File: src/include/mem_ex_defines.svh
`ifndef MEM_EX_DEFINES_SVH
`define MEM_EX_DEFINES_SVH

// number of latch entries between MEM and EX
`define MEM_EX_DEPTH 8

// operand value width
`define MEM_EX_VALUE_W 32

// producer tag width, one tag per in-flight result
`define MEM_EX_TAG_W 5

// credits EX hands out after reset
`define MEM_EX_EX_CREDITS 2

`endif

File: src/uop_pkg.sv
package uop_pkg;

    // alu opcodes carried in the fixed part of a latch
    typedef enum logic [2:0] {
        ALU_ADD  = 3'd0,
        ALU_SUB  = 3'd1,
        ALU_AND  = 3'd2,
        ALU_OR   = 3'd3,
        ALU_XOR  = 3'd4,
        ALU_SHL  = 3'd5,
        ALU_SHR  = 3'd6,
        ALU_PASS = 3'd7
    } alu_op_e;

    // architectural destination register index
    typedef logic [4:0] dest_reg_t;

    // instruction pointer of the micro-op
    typedef logic [31:0] eip_t;

    // non-modifiable part of a latch entry
    // written once at enqueue, read unchanged at issue
    typedef struct packed {
        alu_op_e   opcode;
        eip_t      eip;
        dest_reg_t dest;
    } uop_fixed_t;

endpackage

File: src/wake_pkg.sv
package wake_pkg;

    `include "mem_ex_defines.svh"

    // producer tag of a pending result
    typedef logic [`MEM_EX_TAG_W-1:0] tag_t;

    // one source operand, wake=1 means value holds real data
    typedef struct packed {
        logic                       wake;
        tag_t                       tag;
        logic [`MEM_EX_VALUE_W-1:0] value;
    } operand_t;

    // result broadcast from the later stages
    typedef struct packed {
        logic                       valid;
        tag_t                       tag;
        logic [`MEM_EX_VALUE_W-1:0] value;
    } result_t;

    // modifiable part of a latch entry
    typedef struct packed {
        operand_t src1;
        operand_t src2;
    } entry_mod_t;

endpackage

File: src/wake_if.sv
`timescale 1ns/1ps
`include "mem_ex_defines.svh"

interface wake_if (
    input logic clk,
    input logic arst_n
);
    import wake_pkg::*;

    // stored operands and slot occupancy, from the queue
    entry_mod_t [`MEM_EX_DEPTH-1:0] old_ops;
    logic [`MEM_EX_DEPTH-1:0]       occupied;
    entry_mod_t                     in_ops;

    // rewrite request per entry, from the wakeup unit
    logic [`MEM_EX_DEPTH-1:0]       modify_vector;
    entry_mod_t [`MEM_EX_DEPTH-1:0] new_ops;
    entry_mod_t                     in_ops_woken;

    modport queue (
        output old_ops, occupied, in_ops,
        input  modify_vector, new_ops, in_ops_woken
    );

    modport wakeup (
        input  clk, arst_n,
        input  old_ops, occupied, in_ops,
        output modify_vector, new_ops, in_ops_woken
    );

endinterface

File: src/operand_wakeup.sv
`timescale 1ns/1ps
`include "mem_ex_defines.svh"

module operand_wakeup (
    wake_if.wakeup             wk,
    input  wake_pkg::result_t  res
);
    import wake_pkg::*;

    localparam int DEPTH = `MEM_EX_DEPTH;

    entry_mod_t [DEPTH-1:0] woken;
    logic [DEPTH-1:0]       hit;

    // only a sleeping operand can match, an awake one keeps its value
    function automatic logic tag_hit(operand_t op, result_t r);
        return r.valid && !op.wake && (op.tag == r.tag);
    endfunction

    function automatic operand_t wake_op(operand_t op, result_t r);
        operand_t o;
        o = op;
        if (tag_hit(op, r)) begin
            o.wake  = 1'b1;
            o.value = r.value;
        end
        return o;
    endfunction

    // match the broadcast against every stored entry
    always_comb begin
        for (int i = 0; i < DEPTH; i++) begin
            woken[i].src1 = wake_op(wk.old_ops[i].src1, res);
            woken[i].src2 = wake_op(wk.old_ops[i].src2, res);
            hit[i] = tag_hit(wk.old_ops[i].src1, res) ||
                     tag_hit(wk.old_ops[i].src2, res);
        end
    end

    assign wk.new_ops       = woken;
    assign wk.modify_vector = hit & wk.occupied;

    // incoming entry sees the same broadcast so an enqueue never misses it
    assign wk.in_ops_woken.src1 = wake_op(wk.in_ops.src1, res);
    assign wk.in_ops_woken.src2 = wake_op(wk.in_ops.src2, res);

    // a requested rewrite is in the latch one edge later unless the entry left
    for (genvar i = 0; i < DEPTH; i++) begin : g_rewrite_chk
        a_rewrite_lands: assert property (
            @(posedge wk.clk) disable iff (!wk.arst_n)
            wk.modify_vector[i] |=>
                !wk.occupied[i] || (wk.old_ops[i] == $past(wk.new_ops[i]))
        );
    end

endmodule

File: src/mem_ex_queue.sv
`timescale 1ns/1ps
`include "mem_ex_defines.svh"

module mem_ex_queue (
    input  logic                              clk,
    input  logic                              arst_n,
    input  logic                              in_valid,
    input  uop_pkg::uop_fixed_t               in_fixed,
    input  wake_pkg::entry_mod_t              in_ops,
    wake_if.queue                             wk,
    input  logic                              pop,
    input  logic                              flush,
    output logic                              head_valid,
    output uop_pkg::uop_fixed_t               head_fixed,
    output wake_pkg::entry_mod_t              head_ops,
    output logic [$clog2(`MEM_EX_DEPTH):0]    credit_cnt
);
    import uop_pkg::*;
    import wake_pkg::*;

    localparam int DEPTH = `MEM_EX_DEPTH;
    localparam int PTR_W = $clog2(DEPTH);
    localparam int CNT_W = PTR_W + 1;

    // non-modifiable half of each latch
    uop_fixed_t             fixed_q [DEPTH];
    // modifiable half, rewritten in place while the entry waits
    entry_mod_t [DEPTH-1:0] mod_q;

    logic [DEPTH-1:0] occ;
    logic [PTR_W-1:0] head;
    logic [PTR_W-1:0] tail;
    logic [CNT_W-1:0] count;
    logic             full;
    logic             wr_en;
    logic             rd_en;

    function automatic logic [PTR_W-1:0] ptr_inc(logic [PTR_W-1:0] p);
        return (p == PTR_W'(DEPTH - 1)) ? '0 : p + 1'b1;
    endfunction

    assign full  = (count == CNT_W'(DEPTH));
    // flush wins over both enqueue and pop
    assign wr_en = in_valid && !flush && !full;
    assign rd_en = pop && !flush;

    // payload latches
    always_ff @(posedge clk) begin
        for (int i = 0; i < DEPTH; i++) begin
            if (wr_en && (tail == PTR_W'(i))) begin
                fixed_q[i] <= in_fixed;
                mod_q[i]   <= wk.in_ops_woken;
            end else if (wk.modify_vector[i]) begin
                mod_q[i] <= wk.new_ops[i];
            end
        end
    end

    // pointers, occupancy and credit return
    always_ff @(posedge clk or negedge arst_n) begin
        if (!arst_n) begin
            head       <= '0;
            tail       <= '0;
            count      <= '0;
            occ        <= '0;
            credit_cnt <= '0;
        end else if (flush) begin
            head       <= '0;
            tail       <= '0;
            count      <= '0;
            occ        <= '0;
            // every held slot goes back to MEM at once
            credit_cnt <= count;
        end else begin
            if (wr_en) begin
                tail      <= ptr_inc(tail);
                occ[tail] <= 1'b1;
            end
            if (rd_en) begin
                head      <= ptr_inc(head);
                occ[head] <= 1'b0;
            end
            count      <= count + CNT_W'(wr_en) - CNT_W'(rd_en);
            credit_cnt <= CNT_W'(rd_en);
        end
    end

    assign head_valid = occ[head];
    assign head_fixed = fixed_q[head];
    assign head_ops   = mod_q[head];

    // wakeup unit looks at every latch and the incoming one
    assign wk.old_ops  = mod_q;
    assign wk.occupied = occ;
    assign wk.in_ops   = in_ops;

    // MEM must hold a credit, so a full queue never sees a write
    a_no_write_full: assert property (
        @(posedge clk) disable iff (!arst_n)
        in_valid |-> !full
    );

    a_no_pop_empty: assert property (
        @(posedge clk) disable iff (!arst_n)
        pop |-> (count != '0)
    );

    // count and the per-slot bits must never drift apart
    a_count_matches_occ: assert property (
        @(posedge clk) disable iff (!arst_n)
        count == CNT_W'($countones(occ))
    );

endmodule

File: src/ex_issue_credit.sv
`timescale 1ns/1ps
`include "mem_ex_defines.svh"

module ex_issue_credit (
    input  logic                        clk,
    input  logic                        arst_n,
    input  logic                        head_valid,
    input  uop_pkg::uop_fixed_t         head_fixed,
    input  wake_pkg::entry_mod_t        head_ops,
    input  logic                        flush,
    input  logic                        ex_credit,
    output logic                        pop,
    output logic                        ex_valid,
    output uop_pkg::uop_fixed_t         ex_fixed,
    output logic [`MEM_EX_VALUE_W-1:0]  ex_src1,
    output logic [`MEM_EX_VALUE_W-1:0]  ex_src2
);
    localparam int CRED_MAX = `MEM_EX_EX_CREDITS;
    localparam int CRED_W   = $clog2(CRED_MAX + 1);

    logic [CRED_W-1:0] credits;
    logic              ops_awake;
    logic              issue;

    assign ops_awake = head_ops.src1.wake && head_ops.src2.wake;

    // in-order: only the head is ever considered
    assign issue = head_valid && ops_awake && (credits != '0) && !flush;

    assign pop      = issue;
    assign ex_valid = issue;
    assign ex_fixed = head_fixed;
    assign ex_src1  = head_ops.src1.value;
    assign ex_src2  = head_ops.src2.value;

    // spend on issue, refill on ex_credit, both can land together
    always_ff @(posedge clk or negedge arst_n) begin
        if (!arst_n) begin
            credits <= CRED_W'(CRED_MAX);
        end else begin
            case ({issue, ex_credit})
                2'b10:   credits <= credits - 1'b1;
                2'b01:   credits <= credits + 1'b1;
                default: credits <= credits;
            endcase
        end
    end

    // EX returns no more than it was given
    a_credit_bound: assert property (
        @(posedge clk) disable iff (!arst_n)
        credits <= CRED_W'(CRED_MAX)
    );

endmodule

File: src/mem_ex_stage_top.sv
`timescale 1ns/1ps
`include "mem_ex_defines.svh"

module mem_ex_stage_top (
    input  logic                              clk,
    input  logic                              arst_n,
    input  logic                              mem_valid,
    input  uop_pkg::alu_op_e                  mem_opcode,
    input  logic [31:0]                       mem_eip,
    input  logic [4:0]                        mem_dest,
    input  logic                              mem_src1_ready,
    input  logic [`MEM_EX_TAG_W-1:0]          mem_src1_tag,
    input  logic [`MEM_EX_VALUE_W-1:0]        mem_src1_value,
    input  logic                              mem_src2_ready,
    input  logic [`MEM_EX_TAG_W-1:0]          mem_src2_tag,
    input  logic [`MEM_EX_VALUE_W-1:0]        mem_src2_value,
    input  logic                              res_valid,
    input  logic [`MEM_EX_TAG_W-1:0]          res_tag,
    input  logic [`MEM_EX_VALUE_W-1:0]        res_value,
    input  logic                              flush,
    input  logic                              ex_credit,
    output logic                              ex_valid,
    output uop_pkg::alu_op_e                  ex_opcode,
    output logic [31:0]                       ex_eip,
    output logic [4:0]                        ex_dest,
    output logic [`MEM_EX_VALUE_W-1:0]        ex_src1_value,
    output logic [`MEM_EX_VALUE_W-1:0]        ex_src2_value,
    output logic [$clog2(`MEM_EX_DEPTH):0]    mem_credit_cnt
);
    import uop_pkg::*;
    import wake_pkg::*;

    uop_fixed_t in_fixed;
    entry_mod_t in_ops;
    result_t    res;
    logic       head_valid;
    uop_fixed_t head_fixed;
    entry_mod_t head_ops;
    logic       pop;
    uop_fixed_t ex_fixed;

    wake_if wk (
        .clk    (clk),
        .arst_n (arst_n)
    );

    // pack MEM side ports
    assign in_fixed.opcode = mem_opcode;
    assign in_fixed.eip    = mem_eip;
    assign in_fixed.dest   = mem_dest;

    assign in_ops.src1.wake  = mem_src1_ready;
    assign in_ops.src1.tag   = mem_src1_tag;
    assign in_ops.src1.value = mem_src1_value;
    assign in_ops.src2.wake  = mem_src2_ready;
    assign in_ops.src2.tag   = mem_src2_tag;
    assign in_ops.src2.value = mem_src2_value;

    assign res.valid = res_valid;
    assign res.tag   = res_tag;
    assign res.value = res_value;

    mem_ex_queue u_queue (
        .clk        (clk),
        .arst_n     (arst_n),
        .in_valid   (mem_valid),
        .in_fixed   (in_fixed),
        .in_ops     (in_ops),
        .wk         (wk.queue),
        .pop        (pop),
        .flush      (flush),
        .head_valid (head_valid),
        .head_fixed (head_fixed),
        .head_ops   (head_ops),
        .credit_cnt (mem_credit_cnt)
    );

    operand_wakeup u_wakeup (
        .wk  (wk.wakeup),
        .res (res)
    );

    ex_issue_credit u_issue (
        .clk        (clk),
        .arst_n     (arst_n),
        .head_valid (head_valid),
        .head_fixed (head_fixed),
        .head_ops   (head_ops),
        .flush      (flush),
        .ex_credit  (ex_credit),
        .pop        (pop),
        .ex_valid   (ex_valid),
        .ex_fixed   (ex_fixed),
        .ex_src1    (ex_src1_value),
        .ex_src2    (ex_src2_value)
    );

    // unpack EX side
    assign ex_opcode = ex_fixed.opcode;
    assign ex_eip    = ex_fixed.eip;
    assign ex_dest   = ex_fixed.dest;

endmodule

File: config.mk
export PLATFORM = sky130hd
export DESIGN_NAME = mem_ex_stage_top
export DESIGN_NICKNAME = d
export VERILOG_FILES = /design/src/uop_pkg.sv /design/src/wake_pkg.sv /design/src/wake_if.sv /design/src/operand_wakeup.sv /design/src/mem_ex_queue.sv /design/src/ex_issue_credit.sv /design/src/mem_ex_stage_top.sv
export VERILOG_INCLUDE_DIRS = /design/src /design/src/include
export SDC_FILE = /design/constraint.sdc
export NUM_CORES = 2
export LEC_CHECK = 0
export BUFFER_PORTS_ARGS = -buffer_cell sky130_fd_sc_hd__buf_2
export CORE_UTILIZATION = 30
export DETAILED_ROUTE_END_ITERATION = 8
export PLACE_DENSITY = 0.53
export SLEW_MARGIN = 10
export SYNTH_ARGS = -nofsm -noshare
export SYNTH_HDL_FRONTEND = slang
export SYNTH_SLANG_ARGS = --single-unit
export TNS_END_PERCENT = 50
File: constraint.sdc
create_clock -name clk -period 7.6 [get_ports clk]
set_input_delay 0.38 -clock clk [delete_from_list [all_inputs] [get_ports clk]]
set_output_delay 0.38 -clock clk [all_outputs]
set_load 0.01 [all_outputs]
==> impl_metrics.py <==
metrics = {
    "drt": {
        "wl_um": 155600,
        "dr.pass1.iters": 9,
        "vias": 27160,
        "drc": 30,
        "drt_iter0_markers": 2595,
        "routed_via_density": 5.423,
        "routedWlPerCell_um": 31.06,
        "final_antenna_net_count": 0,
    },
    "critical_path": {
        "worstPathMaxFanout": 40,
        "path_class": "flop to output port",
        "path_common_cell": "buf_4",
        "worstPathRequired_ps": 7220,
        "r2r-start": "u_queue.head[1]",
        "r2r_cells": 10,
        "regToRegSetupSlack_ps": 2940,
        "reg2reg_to": "u_queue.count[1]",
        "crit_arrival_ps": 4590,
        "end_kind": "output port",
        "critical_path.max_stage_delay_ps": 840,
        "startpoint": "u_queue.head[0]",
        "cpMaxStageDelayCell": "nor2_4",
        "crit_end": "ex_src2_value[26]",
        "path_cells": "buf_4, nand2_1, nor2_4, buf_4, a22oi_1, o21ai_0, buf_2",
        "cp-start-kind": "flop",
    },
    "clock_tree": {
        "cts_buffers": 105,
        "clk_latency_ps": 740,
        "ctsResizeCount": 0,
        "cts_sinks": 952,
        "tritoncts": "yes",
        "cts_setup_buffers": 0,
        "cts-htree-levels": 3,
        "root_buffer": "clkbuf_16",
        "cts_hold_buffers": 42,
        "clock_path_buffers": 3,
        "path_clk_slew_ps": 60,
    },
    "floorplanning": {
        "fp.dieH_um": 383.4,
        "die-area_mm2": 0.1470,
        "fp.dieW_um": 383.4,
        "start_util_pct": 30.31,
        "core_area_mm2": 0.1440,
        "ios": 268,
        "rows": 139,
    },
    "layout": {
        "fin_util_pct": 35.31,
        "synthToLayoutAreaGrowth_pct": 16.52,
        "nNetsFinal": 3185,
        "drive_gt1_share_pct": 38.66,
    },
    "timing": {
        "rsz0062_at_grt": "no",
        "fin_ws_ps": 2634,
        "min_period_ps": 4966,
        "tightest_slew_ps": 1175,
        "finalCritPeriodShare_pct": 65.34,
        "setup_viol_count_final": 0,
        "slew_violations": 0,
        "fin_worst_skew_ps": 48.99,
        "clock.fmax_mhz": 201.4,
        "tns_ps": 0,
        "slew_headroom_pct": 21.67,
        "fin_hold_ws_ps": 54.10,
        "hold_violations": 0,
    },
    "global_route": {
        "grt_usage_pct": 20.72,
        "grt_max_degree": 57,
        "antenna_found_initial": 47,
        "grt_remaining_overflow": 0,
        "first_global_vias": 26950,
        "grt_pass1_wl_um": 214800,
    },
    "status": {
        "status": "finished, violations left",
        "violations": "DRC",
    },
    "logic_synthesis": {
        "synth_cell_types": 57,
        "ys_async_sr_fraction_pct": 2.521,
        "synth-edff-count": 928,
        "synth_area_leader_cell": "edfxtp_1",
        "synth_area_leaders": "edfxtp_1 64%, mux2_2 16%, a221oi_1 2.1%, mux2i_1 1.4%, xnor2_1 1.4%",
        "postSynthRegisterBits": 952,
        "yosysMostFrequentCell": "edfxtp_1",
        "yosysSeqAreaShare_pct": 65.23,
        "avgSynthCellArea_um2": 15.90,
        "synth_area_mm2": 0.04364,
        "synth_top_area_share_pct": 63.86,
        "yosysWarnings": 0,
        "synth.top_cells.by_count": "928 x edfxtp_1, 617 x mux2_2, 121 x clkbuf_1",
        "mappedNetlistNets": 2919,
        "synth_ff_type": "edfxtp_1",
        "syn_inst": 2745,
    },
    "power": {
        "combPwrFrac_pct": 13.2,
        "seqPwrFrac_pct": 47.5,
        "ir_drop_uv": 181.6,
        "p_int_mw": 9.383,
        "switchingPower_mw": 3.334,
        "p_per_area_mw_per_mm2": 250.1,
        "pwr-share-clk_pct": 39.3,
        "sw_frac_of_total_pct": 26.22,
        "p_leak_nw": 16.77,
    },
    "placed_design": {
        "dp_slack_ps": 3005,
        "portBuffers": 267,
        "gp_congestion": 0.8117,
        "dp_hpwl_um": 86600,
    },
    "hold_path": {
        "hold_depth": 2,
        "min_path_type": "input pin to flop",
    },
    "run": {
        "cap_violations": 0,
    },
}
[kinds of logic after synthesis]
kind of cell,Yosys count,share of synthesized area (%)
buf+inv,246,2.744
simple gates,301,3.538
mux,718,19.04
xor+xnor,95,1.907
fa+ha+maj,15,0.4473
flops,952,65.23
compound gates,418,7.087
[flip-flops by register name, summed over array words and instances, names as in the netlist]
signal / count
u_queue.fixed_q: 320
u_issue.credits: 2
u_queue.head: 3
u_queue.wk.old_ops: 608
u_queue.credit_cnt: 4
u_queue.wk.occupied: 8
u_queue.tail: 3
u_queue.count: 4
[critical path, delay by kind of cell, from the launching register on]
| family | cells | cell delay [ps] |
|---|---|---|
| AOI/OAI and AO/OA | 2 | 540 |
| buffers and inverters | 3 | 1310 |
| DFF | 1 | 680 |
| and+or+nand+nor | 2 | 1290 |
[how the worst min path moves through the flow]
stage                                  start                       to  slack (ps)
after floorplan                       arst_n       u_issue.credits[0]          80
final                      mem_src1_value[6]   u_queue.wk.old_ops[44]          50
after global placement                arst_n    u_queue.credit_cnt[1]         440
after global routing      mem_src2_value[22]  u_queue.wk.old_ops[174]          60
after detailed placement              arst_n    u_queue.credit_cnt[3]         450
after CTS                 mem_src2_value[23]  u_queue.wk.old_ops[555]           9
[layer usage]
| metal | up-vias | global-route usage, % | wire length, um |
|---|---|---|---|
| li1 | 11490 | - | - |
| met4 | 36 | 5.873 | 3809 |
| met2 | 1009 | 33.89 | 74250 |
| met1 | 14380 | 27.82 | 65780 |
| met5 | - | 0 | 213 |
| met3 | 243 | 4.086 | 11500 |
[power by group through the flow]
stage	Combinational [mW]	Clock, mW	Sequential [mW]
after floorplan	0.923	0	6.13
after global placement	1.68	0	6.14
after detailed placement	1.68	0	6.15
after CTS	1.71	5.08	6.04
after global routing	1.80	5.27	6.05
final	1.68	4.99	6.04
[layout make-up]
cell class	instances	area [um^2]
repair buffers	385	2327
clock inverters	53	494.2
clock buffers	139	2806
diodes	9	22.52
well taps	1903	2381
multi-input cells	1547	14260
flip-flops and latches	952	28480
inverters	20	77.57
fillers	13930	93150
[through the flow]
stage / instance area [um^2] / cells / power (mW)
2_1_floorplan: 43640 / 2745 / 7.054
4_1_cts: 50830 / 4999 / 12.83
3_5_place_dp: 47110 / 4765 / 7.829
3_3_place_gp: 47110 / 4765 / 7.821
6_report: 50850 / 5008 / 12.72
5_1_grt: 50830 / 4999 / 13.13
[cells in the final DEF, fill, tap and decap left out, types with 63 or more instances in the layout]
cell type,instances
edfxtp_1,928
mux2_2,617
buf_2,267
clkbuf_16,106
a221oi_1,104
and3_1,82
a22oi_1,78
nand2_1,77
buf_4,76
a21oi_1,74
xnor2_1,72
mux2i_1,63
No activity file was read; power rests on OpenSTA's default activity.
